$ cat src/verilog/snake_pkg.sv
`default_nettype none

package snake_pkg;

	// ~~~~~~~~~~~~~~~~~~~~~~~~~~~~~~
	// playfield geometry
	// ~~~~~~~~~~~~~~~~~~~~~~~~~~~~~~

	localparam int X_W = 8;
	localparam int Y_W = 7;

	// a position packs x in the upper bits and y in the lower bits
	localparam int POS_W = X_W + Y_W;

	// ~~~~~~~~~~~~~~~~~~~~~~~~~~~~~~
	// snake body
	// ~~~~~~~~~~~~~~~~~~~~~~~~~~~~~~

	// segment 0 is the head
	localparam int SNAKE_LEN = 8;
	localparam int SEG_AW = 3;

	// the head starts here and the body hangs straight down below it
	localparam logic [X_W-1:0] DEF_X = 8'd60;
	localparam logic [Y_W-1:0] DEF_Y = 7'd60;

	// ~~~~~~~~~~~~~~~~~~~~~~~~~~~~~~
	// heading
	// ~~~~~~~~~~~~~~~~~~~~~~~~~~~~~~

	// opposite headings differ only in bit 0
	typedef enum logic [1:0] {
		DIR_UP    = 2'd0,
		DIR_DOWN  = 2'd1,
		DIR_LEFT  = 2'd2,
		DIR_RIGHT = 2'd3
	} dir_t;

	// up leads away from the body after a start
	localparam dir_t RESET_DIR = DIR_UP;

endpackage

`default_nettype wire
$ cat src/verilog/snake_top.sv
`timescale 1ns/1ns
`default_nettype none

module snake_top
	import snake_pkg::*;
(
	input  logic           clk,
	input  logic           rst,
	input  logic           start,
	input  logic           step,
	input  logic [3:0]     dir_btn,
	output logic           plot_en,
	output logic           colour,
	output logic [X_W-1:0] x,
	output logic [Y_W-1:0] y,
	output logic           busy,
	output logic           dead
);

	dir_t cur_dir;
	logic seg_init, move_head, ld_head_prev, ld_q_curr, ld_curr_prev, wr_prev;
	logic draw_curr, draw_prev, erase, addr_inc, addr_clr;
	logic [1:0] pix;
	logic hit, last_seg;

	dir_register i_dir_register (
		.clk     (clk),
		.rst     (rst),
		.start   (start),
		.dir_btn (dir_btn),
		.cur_dir (cur_dir)
	);

	snake_control i_snake_control (
		.clk          (clk),
		.rst          (rst),
		.start        (start),
		.step         (step),
		.hit          (hit),
		.last_seg     (last_seg),
		.seg_init     (seg_init),
		.move_head    (move_head),
		.ld_head_prev (ld_head_prev),
		.ld_q_curr    (ld_q_curr),
		.ld_curr_prev (ld_curr_prev),
		.wr_prev      (wr_prev),
		.draw_curr    (draw_curr),
		.draw_prev    (draw_prev),
		.erase        (erase),
		.addr_inc     (addr_inc),
		.addr_clr     (addr_clr),
		.pix          (pix),
		.busy         (busy),
		.dead         (dead)
	);

	snake_datapath i_snake_datapath (
		.clk          (clk),
		.rst          (rst),
		.cur_dir      (cur_dir),
		.seg_init     (seg_init),
		.move_head    (move_head),
		.ld_head_prev (ld_head_prev),
		.ld_q_curr    (ld_q_curr),
		.ld_curr_prev (ld_curr_prev),
		.wr_prev      (wr_prev),
		.draw_curr    (draw_curr),
		.draw_prev    (draw_prev),
		.erase        (erase),
		.addr_inc     (addr_inc),
		.addr_clr     (addr_clr),
		.pix          (pix),
		.hit          (hit),
		.last_seg     (last_seg),
		.plot_en      (plot_en),
		.colour       (colour),
		.x            (x),
		.y            (y)
	);

endmodule

`default_nettype wire

$ cat src/verilog/snake_control.sv
`timescale 1ns/1ns
`default_nettype none

module snake_control (
	input  logic       clk,
	input  logic       rst,
	input  logic       start,
	input  logic       step,
	input  logic       hit,
	input  logic       last_seg,
	output logic       seg_init,
	output logic       move_head,
	output logic       ld_head_prev,
	output logic       ld_q_curr,
	output logic       ld_curr_prev,
	output logic       wr_prev,
	output logic       draw_curr,
	output logic       draw_prev,
	output logic       erase,
	output logic       addr_inc,
	output logic       addr_clr,
	output logic [1:0] pix,
	output logic       busy,
	output logic       dead
);

	typedef enum logic [2:0] {
		ST_IDLE,
		ST_INIT,
		ST_MOVE,
		ST_READ,
		ST_LOAD,
		ST_DRAW,
		ST_ERASE,
		ST_DONE
	} state_t;

	state_t state, next_state;
	logic [1:0] pix_cnt;
	logic step_ok;

	assign step_ok = step && !dead;
	assign pix = pix_cnt;
	assign busy = (state != ST_IDLE) && (state != ST_DONE);

	// ~~~~~~~~~~~~~~~~~~~~~~~~~~~~~~
	// state sequencing
	// ~~~~~~~~~~~~~~~~~~~~~~~~~~~~~~

	always_comb begin
		next_state = state;
		case (state)
			ST_IDLE:  if (step_ok) next_state = ST_MOVE;
			ST_INIT:  if (last_seg) next_state = ST_IDLE;
			ST_MOVE:  next_state = ST_READ;
			ST_READ:  next_state = ST_LOAD;
			ST_LOAD:  next_state = ST_DRAW;
			ST_DRAW: begin
				if (pix_cnt == 2'd3)
					next_state = last_seg ? ST_ERASE : ST_READ;
			end
			ST_ERASE: if (pix_cnt == 2'd3) next_state = ST_DONE;
			ST_DONE:  next_state = step_ok ? ST_MOVE : ST_IDLE;
			default:  next_state = ST_IDLE;
		endcase
		// a start restarts the game from any state
		if (start)
			next_state = ST_INIT;
	end

	always_ff @(posedge clk or negedge rst) begin
		if (!rst)
			state <= ST_IDLE;
		else
			state <= next_state;
	end

	always_ff @(posedge clk or negedge rst) begin
		if (!rst)
			pix_cnt <= 2'd0;
		else if (start)
			pix_cnt <= 2'd0;
		else if (state == ST_DRAW || state == ST_ERASE)
			pix_cnt <= pix_cnt + 2'd1;
	end

	// the walk goes on after a hit, only the flag is kept
	always_ff @(posedge clk or negedge rst) begin
		if (!rst)
			dead <= 1'b0;
		else if (start)
			dead <= 1'b0;
		else if (state == ST_LOAD && hit)
			dead <= 1'b1;
	end

	// ~~~~~~~~~~~~~~~~~~~~~~~~~~~~~~
	// datapath strobes
	// ~~~~~~~~~~~~~~~~~~~~~~~~~~~~~~

	always_comb begin
		seg_init = 1'b0;
		move_head = 1'b0;
		ld_head_prev = 1'b0;
		ld_q_curr = 1'b0;
		ld_curr_prev = 1'b0;
		wr_prev = 1'b0;
		draw_curr = 1'b0;
		draw_prev = 1'b0;
		erase = 1'b0;
		addr_inc = 1'b0;
		addr_clr = 1'b0;
		case (state)
			ST_INIT: begin
				seg_init = 1'b1;
				addr_inc = !last_seg;
				addr_clr = last_seg;
			end
			ST_MOVE: begin
				move_head = 1'b1;
				ld_head_prev = 1'b1;
			end
			ST_LOAD: begin
				ld_q_curr = 1'b1;
				wr_prev = 1'b1;
			end
			ST_DRAW: begin
				draw_prev = 1'b1;
				// the last segment stays in curr for the tail erase
				if (pix_cnt == 2'd3 && !last_seg) begin
					ld_curr_prev = 1'b1;
					addr_inc = 1'b1;
				end
			end
			ST_ERASE: begin
				draw_curr = 1'b1;
				erase = 1'b1;
			end
			ST_DONE:  addr_clr = 1'b1;
			default:  addr_clr = 1'b0;
		endcase
		if (start)
			addr_clr = 1'b1;
	end

endmodule

`default_nettype wire

$ cat src/verilog/snake_datapath.sv
`timescale 1ns/1ns
`default_nettype none

module snake_datapath
	import snake_pkg::*;
(
	input  logic           clk,
	input  logic           rst,
	input  dir_t           cur_dir,
	input  logic           seg_init,
	input  logic           move_head,
	input  logic           ld_head_prev,
	input  logic           ld_q_curr,
	input  logic           ld_curr_prev,
	input  logic           wr_prev,
	input  logic           draw_curr,
	input  logic           draw_prev,
	input  logic           erase,
	input  logic           addr_inc,
	input  logic           addr_clr,
	input  logic [1:0]     pix,
	output logic           hit,
	output logic           last_seg,
	output logic           plot_en,
	output logic           colour,
	output logic [X_W-1:0] x,
	output logic [Y_W-1:0] y
);

	logic [SEG_AW-1:0] addr;
	logic [POS_W-1:0]  head, next_head;
	logic [POS_W-1:0]  curr, prev;
	logic [POS_W-1:0]  def_pos, sel_pos;
	logic [POS_W-1:0]  ram_wdata, ram_rdata;
	logic              ram_wren;

	segment_ram i_segment_ram (
		.clk   (clk),
		.addr  (addr),
		.wdata (ram_wdata),
		.wren  (ram_wren),
		.rdata (ram_rdata)
	);

	// default column, one row further down per segment
	assign def_pos = {DEF_X, DEF_Y + Y_W'(addr)};

	assign ram_wren = seg_init | wr_prev;
	assign ram_wdata = seg_init ? def_pos : prev;

	always_comb begin
		next_head = head;
		case (cur_dir)
			DIR_UP:    next_head[Y_W-1:0] = head[Y_W-1:0] - 1'b1;
			DIR_DOWN:  next_head[Y_W-1:0] = head[Y_W-1:0] + 1'b1;
			DIR_LEFT:  next_head[POS_W-1:Y_W] = head[POS_W-1:Y_W] - 1'b1;
			DIR_RIGHT: next_head[POS_W-1:Y_W] = head[POS_W-1:Y_W] + 1'b1;
			default:   next_head = head;
		endcase
	end

	always_ff @(posedge clk or negedge rst) begin
		if (!rst)
			addr <= '0;
		else if (addr_clr)
			addr <= '0;
		else if (addr_inc)
			addr <= addr + 1'b1;
	end

	// prev starts out as the moved head so that segment 0 receives it
	always_ff @(posedge clk) begin
		if (seg_init && addr == '0)
			head <= def_pos;
		else if (move_head)
			head <= next_head;
		if (ld_head_prev)
			prev <= next_head;
		else if (ld_curr_prev)
			prev <= curr;
		if (ld_q_curr)
			curr <= ram_rdata;
	end

	// the segment at address 0 is the old head and never counts as a hit
	assign hit = (ram_rdata == head) && (addr != '0);
	assign last_seg = (addr == SEG_AW'(SNAKE_LEN - 1));

	// body blocks come from prev, the old tail left over in curr is erased
	always_comb begin
		plot_en = draw_prev | draw_curr;
		colour = plot_en & ~erase;
		sel_pos = draw_curr ? curr : prev;
		x = '0;
		y = '0;
		if (plot_en) begin
			x = sel_pos[POS_W-1:Y_W] + X_W'(pix[1]);
			y = sel_pos[Y_W-1:0] + Y_W'(pix[0]);
		end
	end

endmodule

`default_nettype wire

$ cat src/verilog/dir_register.sv
`timescale 1ns/1ns
`default_nettype none

module dir_register
	import snake_pkg::*;
(
	input  logic       clk,
	input  logic       rst,
	input  logic       start,
	input  logic [3:0] dir_btn,
	output dir_t       cur_dir
);

	dir_t req_dir;
	dir_t rev_dir;
	logic req_valid;

	// bit 0 is up, then down, left and right, the lowest pressed bit wins
	always_comb begin
		req_valid = 1'b1;
		req_dir = DIR_UP;
		if (dir_btn[0])
			req_dir = DIR_UP;
		else if (dir_btn[1])
			req_dir = DIR_DOWN;
		else if (dir_btn[2])
			req_dir = DIR_LEFT;
		else if (dir_btn[3])
			req_dir = DIR_RIGHT;
		else
			req_valid = 1'b0;
	end

	assign rev_dir = dir_t'({cur_dir[1], ~cur_dir[0]});

	// turning back onto the body is simply not taken
	always_ff @(posedge clk or negedge rst) begin
		if (!rst)
			cur_dir <= RESET_DIR;
		else if (start)
			cur_dir <= RESET_DIR;
		else if (req_valid && req_dir != rev_dir)
			cur_dir <= req_dir;
	end

endmodule

`default_nettype wire

$ cat src/verilog/segment_ram.sv
`timescale 1ns/1ns
`default_nettype none

module segment_ram
	import snake_pkg::*;
(
	input  logic             clk,
	input  logic [SEG_AW-1:0] addr,
	input  logic [POS_W-1:0]  wdata,
	input  logic             wren,
	output logic [POS_W-1:0]  rdata
);

	logic [POS_W-1:0] mem [SNAKE_LEN];

	// one word per segment, read data appears one cycle after the address
	always_ff @(posedge clk) begin
		if (wren) begin
			mem[addr] <= wdata;
			// write-through so the output follows the word just stored
			rdata <= wdata;
		end
		else begin
			rdata <= mem[addr];
		end
	end

endmodule

`default_nettype wire

$ cat config.mk
export PLATFORM = sky130hd
export DESIGN_NAME = snake_top
export DESIGN_NICKNAME = d
export VERILOG_FILES = /design/src/verilog/snake_pkg.sv /design/src/verilog/snake_top.sv /design/src/verilog/snake_control.sv /design/src/verilog/snake_datapath.sv /design/src/verilog/dir_register.sv /design/src/verilog/segment_ram.sv
export SDC_FILE = /design/constraint.sdc
export NUM_CORES = 1
export LEC_CHECK = 0
export BUFFER_PORTS_ARGS = -buffer_cell sky130_fd_sc_hd__buf_2
export CELL_PAD_IN_SITES_DETAIL_PLACEMENT = 2
export CELL_PAD_IN_SITES_GLOBAL_PLACEMENT = 2
export CORE_AREA = 2 2 157 121
export CTS_BUF_LIST = sky130_fd_sc_hd__clkbuf_16
export CTS_CLUSTER_SIZE = 30
export DETAILED_ROUTE_END_ITERATION = 16
export DIE_AREA = 0 0 159 123
export PLACE_DENSITY = 0.83
export SKIP_LAST_GASP = 1
export SLEW_MARGIN = 40
export SYNTH_ARGS = -nofsm -noshare
export SYNTH_HDL_FRONTEND = slang
export SYNTH_SLANG_ARGS = --single-unit
$ cat constraint.sdc
create_clock -name clk -period 5.84 [get_ports clk]
set_input_delay 0 -clock clk [delete_from_list [all_inputs] [get_ports clk]]
set_output_delay 0 -clock clk [all_outputs]
set_load 0.01 [all_outputs]
## After elaboration in Yosys (flattened, before gate mapping)

Memory sizes are Yosys's and may differ from the RTL's. A register that Yosys moved wholly into a read port is not among the register bits.
Cells that the tools add are included.

| word-level totals | value |
|---|---|
| register bits | 56 |
| memory bits (writable) | 120 |
| word-level logic and storage cells | 111 |
| memories kept | 1 |

Memories:

| name | depth | bits a word | read ports | clocked after memory_dff | write ports | line | RTL |
|---|---|---|---|---|---|---|---|
| i_snake_datapath.i_segment_ram.mem | 8 | 15 | 1 | 1 | 1 | segment_ram.sv:14 | `logic [POS_W-1:0] mem [SNAKE_LEN];` |

| cells by class | value |
|---|---|
| add/subtract/negate cells | 9 |
| equality and inequality tests | 19 |
| multiplexer cells | 46 |
| bitwise logic cells | 5 |
| reductions and logical operators | 22 |

Operator list:

| kind | number |
|---|---|
| two-way mux 15 bit | 4 |
| two-way mux 3 bit | 8 |
| case mux 3 bit (8 select lines) | 1 |
| two-way mux 7 bit | 3 |
| two-way mux 2 bit | 9 |
| two-way mux 1 bit | 16 |
| case mux 8 bit (2 select lines) | 1 |
| equality test 15 bit | 1 |
| equality test 3 bit, second input constant | 5 |
| case mux 7 bit (2 select lines) | 1 |
| inequality test 3 x 2 -> 1 bit, second input constant | 4 |
| nonzero test 2 bit | 6 |
| adder 8 x 1 -> 8 bit | 1 |
| adder 8 x 1 -> 8 bit, second input constant | 1 |
| two-way mux 8 bit | 1 |
| subtractor 8 x 1 -> 8 bit, second input constant | 1 |
| adder 6 x 3 -> 7 bit, first input constant | 1 |
| adder 7 x 1 -> 7 bit | 1 |
| adder 7 x 1 -> 7 bit, second input constant | 1 |
| logical AND 1 bit | 7 |
| subtractor 7 x 1 -> 7 bit, second input constant | 1 |
| equality test 2 bit, second input constant | 3 |
| equality test 3 x 2 -> 1 bit, second input constant | 2 |
| logical NOT 3 bit | 2 |
| other kinds (15) | 20 |

## Depth between registers and ports, before layout

| depth | value |
|---|---|
| word-level depth | 8 |
| gate-level depth with buffers | 12 |

## By module

Synthesis repeated with hierarchy kept, for this count alone.

| unflattened totals | value |
|---|---|
| cell total of the unflattened synthesis | 605 |
| area total of the unflattened synthesis | 8687.1 sq um |

Modules (own cells, without submodules):

| module | times used | cells each | area each (sq um) | sequential area each (sq um) |
|---|---|---|---|---|
| segment_ram | 1 | 189 | 4733.3 | 3663.5 |
| snake_datapath | 1 | 350 | 3383.2 | 1346.3 |
| snake_control | 1 | 56 | 474.2 | 150.1 |
| dir_register | 1 | 10 | 96.3 | 50.0 |

## Worst setup path before layout

Ideal clock, no wire load.

| timing | value |
|---|---|
| path type | register to register |
| start | register i_snake_control.state[2] |
| end | memory i_snake_datapath.i_segment_ram.mem[1][0] (netlist bit), enable pin |
| library setup time | 406 ps |
| arrival | 2687 ps |
| setup slack | 2747 ps |
| cell stages (with the launch flop) | 6 |
| path buffers | 2 |
| period minus slack after synthesis | 3093 ps |
| cell sequence | dfrtp_1 clkbuf_1 clkbuf_1 and3_1 o21ai_0 nor3_1 |

| on the way | value |
|---|---|
| cells in the longest elaborated chain, start to end | 5 |
| elaborated cells on any way between the ends | 7 |

Ends and longest elaborated chain:

| element | line | RTL |
|---|---|---|
| start, declared | snake_control.sv:38 | `state_t state, next_state;` |
| start signal, assigned | snake_control.sv:75 | `state <= next_state;` |
| equality test 3 x 1 -> 1 bit or equality test 3 bit (tied branches) | snake_control.sv:113 | `case (state)` |
| two-way mux 1 bit | snake_control.sv:113 |  |
| OR 1 bit * | snake_datapath.sv:48 | `assign ram_wren = seg_init \| wr_prev;` |
| two-way mux 1 bit * | segment_ram.sv:18 | `if (wren) begin` |
| two-way mux 1 bit (implied by the code) * | segment_ram.sv:19 | `mem[addr] <= wdata;` |
| end, declared | segment_ram.sv:14 |  |

Every way passes the cells marked *; elsewhere a longest branch is shown, timed or not.

## Worst setup path in the final report

| timing | value |
|---|---|
| start | register i_snake_control.state[2] |
| end | output port x[6] |

| on the way | value |
|---|---|
| cells in the longest elaborated chain, start to end | 5 |
| elaborated cells on any way between the ends | 8 |

Ends and longest elaborated chain:

| element | line | RTL |
|---|---|---|
| equality test 3 bit | snake_control.sv:113 |  |
| two-way mux 1 bit | snake_control.sv:113 |  |
| two-way mux 15 bit | snake_datapath.sv:93 | `sel_pos = draw_curr ? curr : prev;` |
| adder 8 x 1 -> 8 bit | snake_datapath.sv:97 | `x = sel_pos[POS_W-1:Y_W] + X_W'(pix[1]);` |
| two-way mux 8 bit * | snake_datapath.sv:96 | `if (plot_en) begin` |
| end, declared | snake_top.sv:14 | `output logic [X_W-1:0] x,` |

Marked as above.

==> flow_metrics.env <==
export IMPL_postSynthCellCount=630
export IMPL_final_cells=925
export IMPL_cp_slowest_stage_delay_ns=0.66
export IMPL_fin_tns_setup_ns=0
export IMPL_synth_fp_nets=659
export IMPL_clk_latency_ns=0.44
export IMPL_core_area_mm2=0.0181
export IMPL_via_per_inst=6.07
export IMPL_ctsHtreeMaxLevel=4
export IMPL_pin_count=27
export IMPL_cts_sinks=179
export IMPL_syn_area_mm2=0.00854
export IMPL_period_share_pct=62.4
export IMPL_slew_headroom_pct=49.9
export IMPL_synth_area_per_cell_um2=13.5
export IMPL_crit_fanout=17
export IMPL_cts_setup_buffers=0
export IMPL_final_cell_area_mm2=0.00962
export IMPL_dp_hpwl_um=16800
export IMPL_totalWireLength_um=25900
export IMPL_vdd_drop_max_mv=0.223
export IMPL_drtPass1Iterations=5
export IMPL_gp_congestion=0.825
export IMPL_timing_max_cap_violations=0
export IMPL_via_count=5615
export IMPL_dieWidth_um=159
export IMPL_p_leak_nw=3.37
export IMPL_final_layout_size_suffix_gt1_share_pct=17.8
export IMPL_min_path_type="in2reg"
export IMPL_seq_area_frac_synth_pct=61.0
export IMPL_grt_pass1_vias=6143
export IMPL_synth_cell_types=62
export IMPL_dp_cells=887
export IMPL_grt_overflow_total=0
export IMPL_worst_ep_required_time_ns=5.84
export IMPL_detail_route_wl_per_cell_um=28.0
export IMPL_initialDrtViolationCount=530
export IMPL_place_area_mm2=0.00895
export IMPL_worstSetupPathType="reg2out"
export IMPL_crit_arrival_ns=3.64
export IMPL_num_rows=43
export IMPL_synth_main_ff_cell="edfxtp_1"
export IMPL_fillers=1695
export IMPL_multi_input_area_mm2=0.00313
export IMPL_status="finished, final reports clean"
export IMPL_cts_made_buffers=17
export IMPL_port_buffers=26
export IMPL_tritoncts="yes"
export IMPL_whs_ns=0.0773
export IMPL_path_clk_slew_ns=0.07
export IMPL_setup_violations=0
export IMPL_ys_warn_count=0
export IMPL_critPathLaunchType="flip-flop"
export IMPL_die_y_um=123
export IMPL_gr_usage_all_layers_pct=27.6
export IMPL_hold_violations=0
export IMPL_nNetsFinal=695
export IMPL_synth_edff_count=157
export IMPL_drtAntennaViolNets=0
export IMPL_slew_viol_final=0
export IMPL_final_common_cell="edfxtp_1"
export IMPL_grt_pass1_wl_um=39200
export IMPL_max_freq_ghz=0.275
export IMPL_clockBufferDepth=2
export IMPL_area_growth_pct=12.7
export IMPL_slowest_stage="dfrtp_1"
export IMPL_antenna_cells=0
export IMPL_seq_area_mm2=0.00521
export IMPL_min_period_ns=3.64
export IMPL_grt_max_degree=41
export IMPL_tightest_slew_ns=0.750
export IMPL_ys_ff_latch=179
export IMPL_layout_common_cells="edfxtp_1, nand2_1, nor2_1, mux2i_1"
export IMPL_die_area_mm2=0.0196
export IMPL_p_per_area_mw_per_mm2=395
export IMPL_path_cells="and3b_1 > buf_6 > nand2_1 > nand2_1 > ha_1 > ha_1 > o21ai_1 > nor3_1 > xnor2_1 > o22ai_1 > buf_2"
export IMPL_end_kind="output port"
export IMPL_rsz0062_at_grt="false"
export IMPL_clock_skew_final_ns=0.00949
export IMPL_initial_core_util_pct=47.2
export IMPL_drc=0
export IMPL_grt_antenna_before_repair=0
export IMPL_cts_root_buf="clkbuf_16"
export IMPL_synthArstFlopShare_pct=6.15
## metal layers
layer / track usage [%] / share of wire (%)
met5: 0 / 0
met3: 5.60 / 4.7
met1: 36.5 / 43
met4: 8.47 / 2.2
met2: 46.8 / 50
## state kept, by name, indices dropped and copies added (netlist names), named ones only
name / flops
i_dir_register.cur_dir: 2
i_snake_control.dead: 1
i_snake_control.state: 3
i_snake_control.pix: 2
i_snake_datapath.addr: 3
i_snake_datapath.head: 15
i_snake_datapath.i_segment_ram.mem: 120
i_snake_datapath.prev: 15
i_snake_datapath.curr: 15
## cell type report
| class | count | share of cell area (%) |
|---|---|---|
| sequential | 179 | 54.2 |
| multi-input combinational | 407 | 32.6 |
| tap | 247 | 3.21 |
| inverter | 11 | 0.429 |
| clock inverter | 14 | 1.76 |
| timing repair buffer | 50 | 3.42 |
| clock buffer | 17 | 4.42 |
## cells by family (layout without fill, tap and decap cells)
kind of cell	after synthesis	in the layout	synth area share, %
DFF	179	179	61.0
buffers and inverters	44	92	2.40
and+or+nand+nor	170	170	9.84
AOI/OAI and AO/OA	108	108	8.05
xor gates and xnor gates	44	44	4.69
muxes	64	64	10.7
adders and majority gates	21	21	3.25
## worst paths after layout
check | start | endpoint | slack, ns | cells past startpoint
max | i_snake_control.state[2]$_DFFE_PN0P_ | x[6] | 2.20 | 11
min | step | i_snake_control.state[1]$_DFFE_PN0P_ | 0.08 | 4
max reg2reg | i_dir_register.cur_dir[1]$_DFFE_PN0P_ | i_snake_datapath.prev[14]$_DFFE_PP_ | 2.60 | 8
min reg2reg | i_snake_datapath.addr[0]$_DFFE_PN0P_ | flip-flop | 0.50 | 0
max in group asynchronous | rst | i_snake_datapath.addr[2]$_DFFE_PN0P_ | 4.75 | 3
min in group asynchronous | rst | i_snake_control.state[2]$_DFFE_PN0P_ | 0.65 | 3
## report_power, final
part	internal, W	switching, W
Combinational	0.000357	0.000554
Clock	0.000645	0.000553
Sequential	0.00159	0.000103
Total	0.00259	0.00121
## per-stage QoR
step,worst slack (ns),util (%),total power (W)
detailed placement,2.72,49.5,0.00260
finish,2.20,53.2,0.00380
global route,2.06,53.2,0.00393
CTS,2.09,53.1,0.00381
global placement,2.98,49.5,0.00252
floorplan,2.75,-,0.00230
## synth_stat cells (7+ instances only)
master	count	area, um2
inv_1	11	41.3
dfrtp_1	11	275
mux4_2	18	405
a21o_1	7	52.6
and3_1	7	43.8
edfxtp_1	157	4710
clkbuf_1	24	90.1
nand2_1	58	218
xnor2_1	27	236
nand3_1	13	65.1
xor2_1	15	131
ha_1	19	238
o22ai_1	11	68.8
dfxtp_1	11	220
a21oi_1	27	135
mux2i_1	30	300
o21ai_0	25	125
mux2_2	10	113
nor2b_1	16	100
nor2_1	31	116
nor3_1	10	50.1
## critical path, delay by kind of cell (launching register included)
| family | cells | cell delay [ns] |
|---|---|---|
| simple gates | 4 | 1.17 |
| flops | 1 | 0.66 |
| buf+inv | 2 | 0.42 |
| fa+ha+maj | 2 | 0.41 |
| compound gates | 2 | 0.36 |
| xor+xnor | 1 | 0.15 |
## timing repair
| action | CTS | global route |
|---|---|---|
| resized for setup | 0 | 0 |
| hold endpoints to repair | 17 | 0 |
| hold buffers | 6 | 0 |
Power figures use the tool's default switching activity.
